<file path="config.mk">
export PLATFORM = sky130hd
export DESIGN_NAME = sprite_renderer
export DESIGN_NICKNAME = d
export VERILOG_FILES = /design/src/common/sprite_pkg.sv /design/src/common/render_job_if.sv /design/src/rtl/sprite_search.sv /design/src/line_render/line_renderer.sv /design/src/line_render/pixel_merge.sv /design/src/rtl/sprite_renderer.sv
export SDC_FILE = /design/constraint.sdc
export NUM_CORES = 1
export LEC_CHECK = 0
export CORE_ASPECT_RATIO = 1.75
export CORE_UTILIZATION = 50
export CTS_BUF_LIST = sky130_fd_sc_hd__clkbuf_8
export DETAILED_ROUTE_END_ITERATION = 10
export DONT_BUFFER_PORTS = 1
export HOLD_SLACK_MARGIN = 0.08
export PLACE_DENSITY = 0.62
export SYNTH_ARGS = -nofsm -noshare
export SYNTH_HDL_FRONTEND = slang
export SYNTH_SLANG_ARGS = --single-unit
</file>
<file path="constraint.sdc">
create_clock -name clk -period 5.8 [get_ports clk]
set_clock_uncertainty 0.2 [all_clocks]
set_input_delay 0.58 -clock clk [delete_from_list [all_inputs] [get_ports clk]]
set_output_delay 0.58 -clock clk [all_outputs]
set_load 0.05 [all_outputs]
</file>
<file path="src/common/sprite_pkg.sv">
package sprite_pkg;

    typedef logic [8:0]  line_idx_t;
    typedef logic [9:0]  xpos_t;
    typedef logic [14:0] bus_addr_t;
    typedef logic [31:0] bus_data_t;
    typedef logic [31:0] attr_word_t;
    typedef logic [6:0]  sprite_num_t;
    typedef logic [5:0]  sprite_row_t;
    typedef logic [7:0]  pixel_t;
    typedef logic [1:0]  zdepth_t;
    typedef logic [1:0]  size_code_t;

    // Upper bits hold z, lower bits hold the colour
    typedef logic [9:0]  linebuf_entry_t;

    // Low attribute half
    localparam int LO_ADDR_LSB   = 0;
    localparam int LO_MODE_BIT   = 15;
    localparam int LO_X_LSB      = 16;

    // High attribute half, bits 23:20 unused
    localparam int HI_Y_LSB      = 0;
    localparam int HI_HFLIP_BIT  = 16;
    localparam int HI_VFLIP_BIT  = 17;
    localparam int HI_Z_LSB      = 18;
    localparam int HI_PAL_LSB    = 24;
    localparam int HI_WIDTH_LSB  = 28;
    localparam int HI_HEIGHT_LSB = 30;

    typedef enum logic [1:0] {SF_FIND, SF_START_RENDER, SF_DONE} search_state_t;

    typedef enum logic [1:0] {R_IDLE, R_WAIT_FETCH, R_RENDER, R_DONE} render_state_t;

    // Last pixel index for a size code: 7, 15, 31 or 63
    function automatic logic [5:0] size_last(size_code_t code);
        logic [6:0] pixels;
        pixels = 7'd8 << code;
        return 6'(pixels - 7'd1);
    endfunction

endpackage

</file>
<file path="src/common/render_job_if.sv">
interface render_job_if import sprite_pkg::*; ();

    logic        start;
    logic [11:0] gfx_addr;
    logic        mode;
    xpos_t       x;
    sprite_row_t row;
    logic        hflip;
    zdepth_t     z;
    logic [3:0]  palette;
    size_code_t  width;
    logic        budget_out;
    logic        busy;

    modport search (
        output start, gfx_addr, mode, x, row, hflip, z, palette, width, budget_out,
        input  busy
    );

    modport renderer (
        input  start, gfx_addr, mode, x, row, hflip, z, palette, width, budget_out,
        output busy
    );

endinterface

</file>
<file path="src/rtl/sprite_search.sv">
module sprite_search import sprite_pkg::*; #(
    parameter int RENDER_CYCLES = 798
) (
    input  logic         clk,
    input  logic         rst,
    input  line_idx_t    line_idx,
    input  logic         line_render_start,
    output logic [7:0]   sprite_idx,
    input  attr_word_t   sprite_attr,
    render_job_if.search job
);

    localparam int BW = $clog2(RENDER_CYCLES + 1);

    //////////////////////////////////////////////////
    // Render time budget
    //////////////////////////////////////////////////
    logic [BW-1:0] budget_cnt;
    logic          budget_done;

    assign budget_done    = (budget_cnt == BW'(RENDER_CYCLES));
    assign job.budget_out = budget_done;

    // Starts expired so nothing runs before the first line
    always_ff @(posedge clk or posedge rst) begin
        if (rst) begin
            budget_cnt <= BW'(RENDER_CYCLES);
        end else if (line_render_start) begin
            budget_cnt <= '0;
        end else if (!budget_done) begin
            budget_cnt <= budget_cnt + 1'b1;
        end
    end

    //////////////////////////////////////////////////
    // High half decode
    //////////////////////////////////////////////////
    logic [9:0]  attr_y;
    logic [5:0]  height_last;
    logic [9:0]  ydiff;
    logic        on_line;
    logic        enabled;
    sprite_row_t row;

    assign attr_y      = sprite_attr[HI_Y_LSB +: 10];
    assign height_last = size_last(sprite_attr[HI_HEIGHT_LSB +: $bits(size_code_t)]);
    assign ydiff       = {1'b0, line_idx} - attr_y;
    assign on_line     = (ydiff <= {4'b0, height_last});
    assign enabled     = (sprite_attr[HI_Z_LSB +: $bits(zdepth_t)] != '0);
    assign row         = sprite_attr[HI_VFLIP_BIT] ? (height_last - ydiff[5:0]) : ydiff[5:0];

    //////////////////////////////////////////////////
    // Scan FSM
    //////////////////////////////////////////////////
    search_state_t state, state_next;
    sprite_num_t   idx, idx_next;
    logic          start_next;
    logic          save_hi;
    logic          save_lo;
    logic          hi_sel;

    // High half while searching, low half in the start cycle
    assign hi_sel     = (state != SF_START_RENDER);
    assign sprite_idx = {idx, hi_sel};

    always_comb begin
        state_next = state;
        idx_next   = idx;
        start_next = 1'b0;
        save_hi    = 1'b0;
        save_lo    = 1'b0;

        case (state)
            SF_FIND: begin
                if (enabled && on_line) begin
                    // Wait until the renderer has taken the previous job
                    if (!job.busy && !job.start) begin
                        save_hi    = 1'b1;
                        state_next = SF_START_RENDER;
                    end
                end else if (idx == '1) begin
                    state_next = SF_DONE;
                end else begin
                    idx_next = idx + 1'b1;
                end
            end
            SF_START_RENDER: begin
                save_lo    = 1'b1;
                start_next = 1'b1;
                if (idx == '1) begin
                    state_next = SF_DONE;
                end else begin
                    idx_next   = idx + 1'b1;
                    state_next = SF_FIND;
                end
            end
            default: begin
            end
        endcase

        if (line_render_start) begin
            state_next = SF_FIND;
            idx_next   = '0;
            start_next = 1'b0;
        end else if (budget_done) begin
            state_next = SF_DONE;
            start_next = 1'b0;
        end
    end

    always_ff @(posedge clk or posedge rst) begin
        if (rst) begin
            state     <= SF_DONE;
            idx       <= '0;
            job.start <= 1'b0;
        end else begin
            state     <= state_next;
            idx       <= idx_next;
            job.start <= start_next;
        end
    end

    // Job fields, held steady while the renderer works
    always_ff @(posedge clk) begin
        if (save_hi) begin
            job.row     <= row;
            job.hflip   <= sprite_attr[HI_HFLIP_BIT];
            job.z       <= sprite_attr[HI_Z_LSB +: $bits(zdepth_t)];
            job.palette <= sprite_attr[HI_PAL_LSB +: 4];
            job.width   <= sprite_attr[HI_WIDTH_LSB +: $bits(size_code_t)];
        end
        if (save_lo) begin
            job.gfx_addr <= sprite_attr[LO_ADDR_LSB +: 12];
            job.mode     <= sprite_attr[LO_MODE_BIT];
            job.x        <= sprite_attr[LO_X_LSB +: $bits(xpos_t)];
        end
    end

endmodule

</file>
<file path="src/line_render/line_renderer.sv">
module line_renderer import sprite_pkg::*; (
    input  logic           clk,
    input  logic           rst,
    input  logic           line_render_start,
    render_job_if.renderer job,
    output bus_addr_t      bus_addr,
    output logic           bus_strobe,
    input  logic           bus_ack,
    input  bus_data_t      bus_rddata,
    output xpos_t          linebuf_rdidx,
    output xpos_t          linebuf_wridx,
    output logic           linebuf_wren,
    output logic [2:0]     pixel_pos,
    output bus_data_t      fetch_word,
    input  logic           merge_write
);

    render_state_t state, state_next;
    logic [5:0]    xcnt, xcnt_next;
    bus_addr_t     addr_next;
    logic          strobe_next;
    bus_data_t     data_next;
    xpos_t         lb_idx, lb_idx_next;

    //////////////////////////////////////////////////
    // Fetch address
    //////////////////////////////////////////////////
    logic [5:0] width_last;
    logic [5:0] fetch_x;
    logic [5:0] fetch_hx;
    logic [2:0] wpr_log2;
    bus_addr_t  word_idx;
    bus_addr_t  fetch_addr;
    logic       word_end;

    assign width_last = size_last(job.width);

    // First word on start, following word on a refetch
    assign fetch_x  = (state == R_RENDER) ? xcnt + 6'd1 : 6'd0;
    assign fetch_hx = job.hflip ? ~fetch_x : fetch_x;

    // Words per row: width/8 in 4 bpp, width/4 in 8 bpp
    assign wpr_log2   = {1'b0, job.width} + {2'b0, job.mode};
    assign word_idx   = bus_addr_t'(fetch_hx >> (job.mode ? 2 : 3))
                      & ((bus_addr_t'(1) << wpr_log2) - bus_addr_t'(1));
    assign fetch_addr = {job.gfx_addr, 3'b000} + (bus_addr_t'(job.row) << wpr_log2) + word_idx;

    assign word_end = job.mode ? (xcnt[1:0] == 2'd3) : (xcnt[2:0] == 3'd7);

    //////////////////////////////////////////////////
    // Fetch and render FSM
    //////////////////////////////////////////////////
    always_comb begin
        state_next  = state;
        xcnt_next   = xcnt;
        addr_next   = bus_addr;
        strobe_next = bus_strobe;
        data_next   = fetch_word;
        lb_idx_next = lb_idx;

        case (state)
            R_IDLE: begin
                if (job.start) begin
                    lb_idx_next = job.x;
                    addr_next   = fetch_addr;
                    strobe_next = 1'b1;
                    state_next  = R_WAIT_FETCH;
                end
            end
            R_WAIT_FETCH: begin
                if (bus_ack) begin
                    strobe_next = 1'b0;
                    data_next   = bus_rddata;
                    state_next  = R_RENDER;
                end
            end
            R_RENDER: begin
                xcnt_next   = xcnt + 6'd1;
                lb_idx_next = lb_idx + 1'b1;
                if (word_end) begin
                    if (xcnt == width_last) begin
                        xcnt_next  = '0;
                        state_next = R_IDLE;
                    end else begin
                        addr_next   = fetch_addr;
                        strobe_next = 1'b1;
                        state_next  = R_WAIT_FETCH;
                    end
                end
            end
            default: begin
                strobe_next = 1'b0;
            end
        endcase

        if (line_render_start) begin
            state_next  = R_IDLE;
            xcnt_next   = '0;
            strobe_next = 1'b0;
        end else if (job.budget_out) begin
            state_next  = R_DONE;
            strobe_next = 1'b0;
        end
    end

    always_ff @(posedge clk or posedge rst) begin
        if (rst) begin
            state      <= R_IDLE;
            xcnt       <= '0;
            bus_strobe <= 1'b0;
            bus_addr   <= '0;
            lb_idx     <= '0;
        end else begin
            state      <= state_next;
            xcnt       <= xcnt_next;
            bus_strobe <= strobe_next;
            bus_addr   <= addr_next;
            lb_idx     <= lb_idx_next;
        end
    end

    always_ff @(posedge clk) begin
        fetch_word <= data_next;
    end

    // Read one entry ahead, write back the current one
    assign linebuf_rdidx = lb_idx_next;
    assign linebuf_wridx = lb_idx;
    assign linebuf_wren  = (state == R_RENDER) && merge_write && !job.budget_out;

    assign pixel_pos = job.hflip ? ~xcnt[2:0] : xcnt[2:0];
    assign job.busy  = (state != R_IDLE);

endmodule

</file>
<file path="src/line_render/pixel_merge.sv">
module pixel_merge import sprite_pkg::*; (
    input  logic [2:0]     pixel_pos,
    input  logic           mode,
    input  logic [3:0]     palette,
    input  zdepth_t        z,
    input  bus_data_t      word,
    input  linebuf_entry_t dest,
    output linebuf_entry_t entry,
    output logic           write
);

    localparam int CW = $bits(pixel_t);

    logic [7:0] byte_4bpp;
    pixel_t     raw;
    pixel_t     colour;
    logic       transparent;
    logic       dest_clear;
    zdepth_t    dest_z;

    // 4 bpp shares the byte lanes, high nibble first
    assign byte_4bpp = word[{pixel_pos[2:1], 3'b000} +: 8];

    always_comb begin
        if (mode) begin
            raw = word[{pixel_pos[1:0], 3'b000} +: 8];
        end else begin
            raw = {4'b0, (pixel_pos[0] ? byte_4bpp[3:0] : byte_4bpp[7:4])};
        end
    end

    assign transparent = (raw == '0);

    // Palette offset only fills an empty upper nibble
    assign colour = (raw[7:4] == 4'b0 && !transparent) ? {palette, raw[3:0]} : raw;

    assign entry = {z, colour};

    //////////////////////////////////////////////////
    // Z priority against the destination
    //////////////////////////////////////////////////
    assign dest_z     = dest[CW +: $bits(zdepth_t)];
    assign dest_clear = (dest[CW-1:0] == '0);
    assign write      = !transparent && ((z > dest_z) || dest_clear);

endmodule

</file>
<file path="src/rtl/sprite_renderer.sv">
module sprite_renderer import sprite_pkg::*; #(
    parameter int RENDER_CYCLES = 798
) (
    input  logic           clk,
    input  logic           rst,

    // Line timing
    input  line_idx_t      line_idx,
    input  logic           line_render_start,

    // Graphics fetch bus
    output bus_addr_t      bus_addr,
    input  bus_data_t      bus_rddata,
    output logic           bus_strobe,
    input  logic           bus_ack,

    // Attribute RAM
    output logic [7:0]     sprite_idx,
    input  attr_word_t     sprite_attr,

    // Line buffer
    output xpos_t          linebuf_rdidx,
    input  linebuf_entry_t linebuf_rddata,
    output xpos_t          linebuf_wridx,
    output linebuf_entry_t linebuf_wrdata,
    output logic           linebuf_wren
);

    render_job_if job ();

    logic [2:0] pixel_pos;
    bus_data_t  fetch_word;
    logic       merge_write;

    sprite_search #(
        .RENDER_CYCLES (RENDER_CYCLES)
    ) u_search (
        .clk               (clk),
        .rst               (rst),
        .line_idx          (line_idx),
        .line_render_start (line_render_start),
        .sprite_idx        (sprite_idx),
        .sprite_attr       (sprite_attr),
        .job               (job.search)
    );

    line_renderer u_renderer (
        .clk               (clk),
        .rst               (rst),
        .line_render_start (line_render_start),
        .job               (job.renderer),
        .bus_addr          (bus_addr),
        .bus_strobe        (bus_strobe),
        .bus_ack           (bus_ack),
        .bus_rddata        (bus_rddata),
        .linebuf_rdidx     (linebuf_rdidx),
        .linebuf_wridx     (linebuf_wridx),
        .linebuf_wren      (linebuf_wren),
        .pixel_pos         (pixel_pos),
        .fetch_word        (fetch_word),
        .merge_write       (merge_write)
    );

    // Merge decision, gated by the renderer state
    pixel_merge u_merge (
        .pixel_pos (pixel_pos),
        .mode      (job.mode),
        .palette   (job.palette),
        .z         (job.z),
        .word      (fetch_word),
        .dest      (linebuf_rddata),
        .entry     (linebuf_wrdata),
        .write     (merge_write)
    );

endmodule

</file>
==> results.json <==
{
  "ys_types": 68,
  "met3_length_um": 875,
  "startpoint": "u_search.job.mode",
  "yosys_warnings": 0,
  "final_max_slew_viol_count": 0,
  "drt_wl_total_um": 18000,
  "cp_cell_sequence": "buf_4, ha_1, inv_1, or3_1, ha_1, xor2_1, nor2_1, ha_1, ha_1, a21o_1, a211oi_2, nor2_1, o41ai_4, o21ai_2, or4_1, a31oi_1, xnor2_1, mux2_4",
  "ctsLongestPathBuffers": 2,
  "syn_nets": 835,
  "grt_max_degree": 55,
  "syn2layout_area_growth_pct": 16.5,
  "ys_seq_area_share_pct": 46.4,
  "path_class": "reg2reg",
  "wl_met2_um": 10200,
  "grt-ovfl-total": 0,
  "hp-start": "line_render_start",
  "initial_core_util_pct": 51.6,
  "wl_met1_um": 6480,
  "die_h_um": 164,
  "min_path_type": "in2reg",
  "ys_async_sr_fraction_pct": 43.5,
  "worstPathMaxFanout": 12,
  "drive_above_1_share_pct": 12.6,
  "yosys_most_used_dff": "edfxtp_1",
  "design.die.area_um2": 15400,
  "crit_top_cell": "ha_1",
  "avgViaCountPerCell": 5.96,
  "die_width_um": 94.3,
  "status": "finished, final reports clean",
  "r2r_start": "u_search.job.mode",
  "grt_usage_pct": 24.4,
  "antenna_found_initial": 1,
  "num-nets-final": 897,
  "drt_iter0_drc": 318,
  "hpwl_um": 12700,
  "setup_viol": 0,
  "routabilityCongestion": 0.862,
  "worstSetupEndpointType": "flop",
  "setup.worst_path.start_class": "flop",
  "grt_setup_unrepaired": "no",
  "ir_drop_mv": 0.210,
  "h-tree-depth": 4,
  "finalHoldViolations": 0,
  "syn_avg_cell_area_um2": 10.7,
  "cts_buffers": 17,
  "setup_tns_ps": 0,
  "power_density_nw_per_um2": 317,
  "cts_root_buf": "clkbuf_8",
  "slew_headroom_pct": 19.3,
  "drc_errors": 0,
  "slowest_delay_ps": 530,
  "insertion_delay_ps": 440,
  "num_vias": 5661,
  "ys_top_cells_by_area": "edfxtp_1 (28%), dfrtp_1 (16%), ha_1 (8.6%)",
  "synth_edf_count": 70,
  "portBuffers": 0,
  "post-route-period-util_pct": 85.9,
  "required_ps": 5930,
  "io_pins": 142,
  "grt_first_pass_wirelength_um": 28400,
  "detail_route.wl_per_cell_um": 19.0,
  "highest_layer": "met4",
  "maxCapViolations": 0,
  "first_pass_iters": 5,
  "grt_pass1_vias": 5952,
  "cellLeakagePower_uw": 0.00351,
  "dp_slack_ps": 828,
  "design.core.area_um2": 14400,
  "path_clk_slew_ps": 80,
  "syn_inst": 694,
  "finalPower_uw": 2760,
  "fmax_mhz": 201,
  "worstPathArrival_ps": 5110,
  "cts.sinks": 124,
  "rows": 58,
  "yosys.area.top_type": "edfxtp_1",
  "worstMarginPinSlew_ps": 1210,
  "reg2reg_slack_ps": 820,
  "fin_crit_ps": 4980,
  "slowest_stage": "ha_1",
  "synth-seq-cells": 124,
  "timing.final.ws_setup_ps": 819,
  "synthesis.area_um2": 7460,
  "cts_tree": "built",
  "synth_top_cell_area_share_pct": 28.2,
  "ant_nets": 0
}
[path summary, 6_finish.rpt]
path	end	cells after the start
worst max-delay path	u_renderer.bus_addr[14]	18
max in group asynchronous	u_search.budget_cnt[7]	3
min in group asynchronous	u_search.idx[3]	3
worst min-delay path	u_renderer.xcnt[0]	2
worst max register to register	u_renderer.bus_addr[14]	18
worst min register to register	u_search.budget_cnt[1]	2
[per-layer routing]
| metal | global-route usage [%] | up-vias |
|---|---|---|
| li1 | - | 2663 |
| met1 | 24.4 | 2806 |
| met2 | 46.7 | 159 |
| met3 | 5.45 | 33 |
| met4 | 10.1 | 0 |
| met5 | 0 | - |
[cell families (layout without fill, tap and decap cells)]
family | Yosys count | after routing | share of synthesized area [%]
and+or+nand+nor | 204 | 204 | 13.0
other | 0 | 1 | 0
buffers and inverters | 72 | 147 | 3.78
muxes | 50 | 50 | 9.43
adders and majority gates | 54 | 54 | 9.36
AOI/OAI and AO/OA | 151 | 151 | 13.4
DFF | 124 | 124 | 46.4
xor gates and xnor gates | 39 | 39 | 4.68
[per-stage QoR]
stage               std cells  util [%]  hold slack, ps  instance area [µm²]
global route              949      60.1             131                 8680
floorplan                 694         -             298                 7460
global placement          856      53.0             317                 7650
CTS                       949      60.1             131                 8680
finish                    950      60.1             153                 8680
detailed placement        856      53.0             333                 7650
[synthesized netlist by cell type, drive strengths merged, types with 5 or more instances]
cell / n
o21a: 6
ha: 51
mux2i: 17
and3: 10
o211ai: 5
o21ai: 43
nand3: 26
nor2b: 7
or3: 5
nand2: 36
a21oi: 44
a211oi: 7
mux4: 14
nor2: 77
and2: 5
xnor2: 24
inv: 44
clkbuf: 18
buf: 10
nor3: 14
edfxtp: 70
dfrtp: 47
nand2b: 7
mux2: 19
xor2: 15
dfstp: 7
o22ai: 11
[cell type report]
type                            count  area [µm²]
Antenna cell                        1        2.50
Clock buffer                       17         234
Clock inverter                     15         188
Fill cell                        1174        5760
Inverter                           44         165
Multi-Input combinational cell    498        3720
Sequential cell                   124        3460
Tap cell                          180         225
Timing Repair Buffer               71         686
[cell usage in the layout (no fill, tap or decap), drive strengths merged, types with 5 or more instances in the layout]
master and instances:
o22ai 11, dfstp 7, o21ai 43, a21oi 44, nand2 36, mux2i 17, buf 10, mux4 14
nand3 26, nor2b 7, mux2 19, nand2b 7, a211oi 7, inv 48, ha 51, nor3 14
xor2 15, dfrtp 47, xnor2 24, o211ai 5, and3 10, clkbuf 17, edfxtp 70, clkinv 6
and2 5, dlygate4sd3 61, or3 5, nor2 77, o21a 6
[critical path: cells and delay by family (launching register included)]
family          cells  cell delay (ps)
fa+ha+maj           4             1350
compound gates      5             1150
simple gates        4             1000
flops               1              360
buf+inv             2              320
mux                 1              260
xor+xnor            2              240
[repair_timing]
item / CTS / global route
hold buffers: 61 / 0
endpoints found under the hold margin: 136 / 0
resized for setup: 0 / 0
buffers inserted: 0 / 0
[power by group]
group	total, µW	internal [µW]	switching (µW)
sequential	1350	1020	329
combinational	591	207	384
clock	820	432	388
total	2760	1660	1100
[state kept, by name, indices dropped and copies added (netlist names), 7 cells and up]
register and flops:
u_search.job.gfx_addr 12, u_renderer.fetch_word 32, u_search.budget_cnt 10, u_renderer.linebuf_wridx 10, u_search.job.x 10, u_renderer.bus_addr 15
u_search.idx 7
Note: power is estimated with default switching activity, not from simulation.
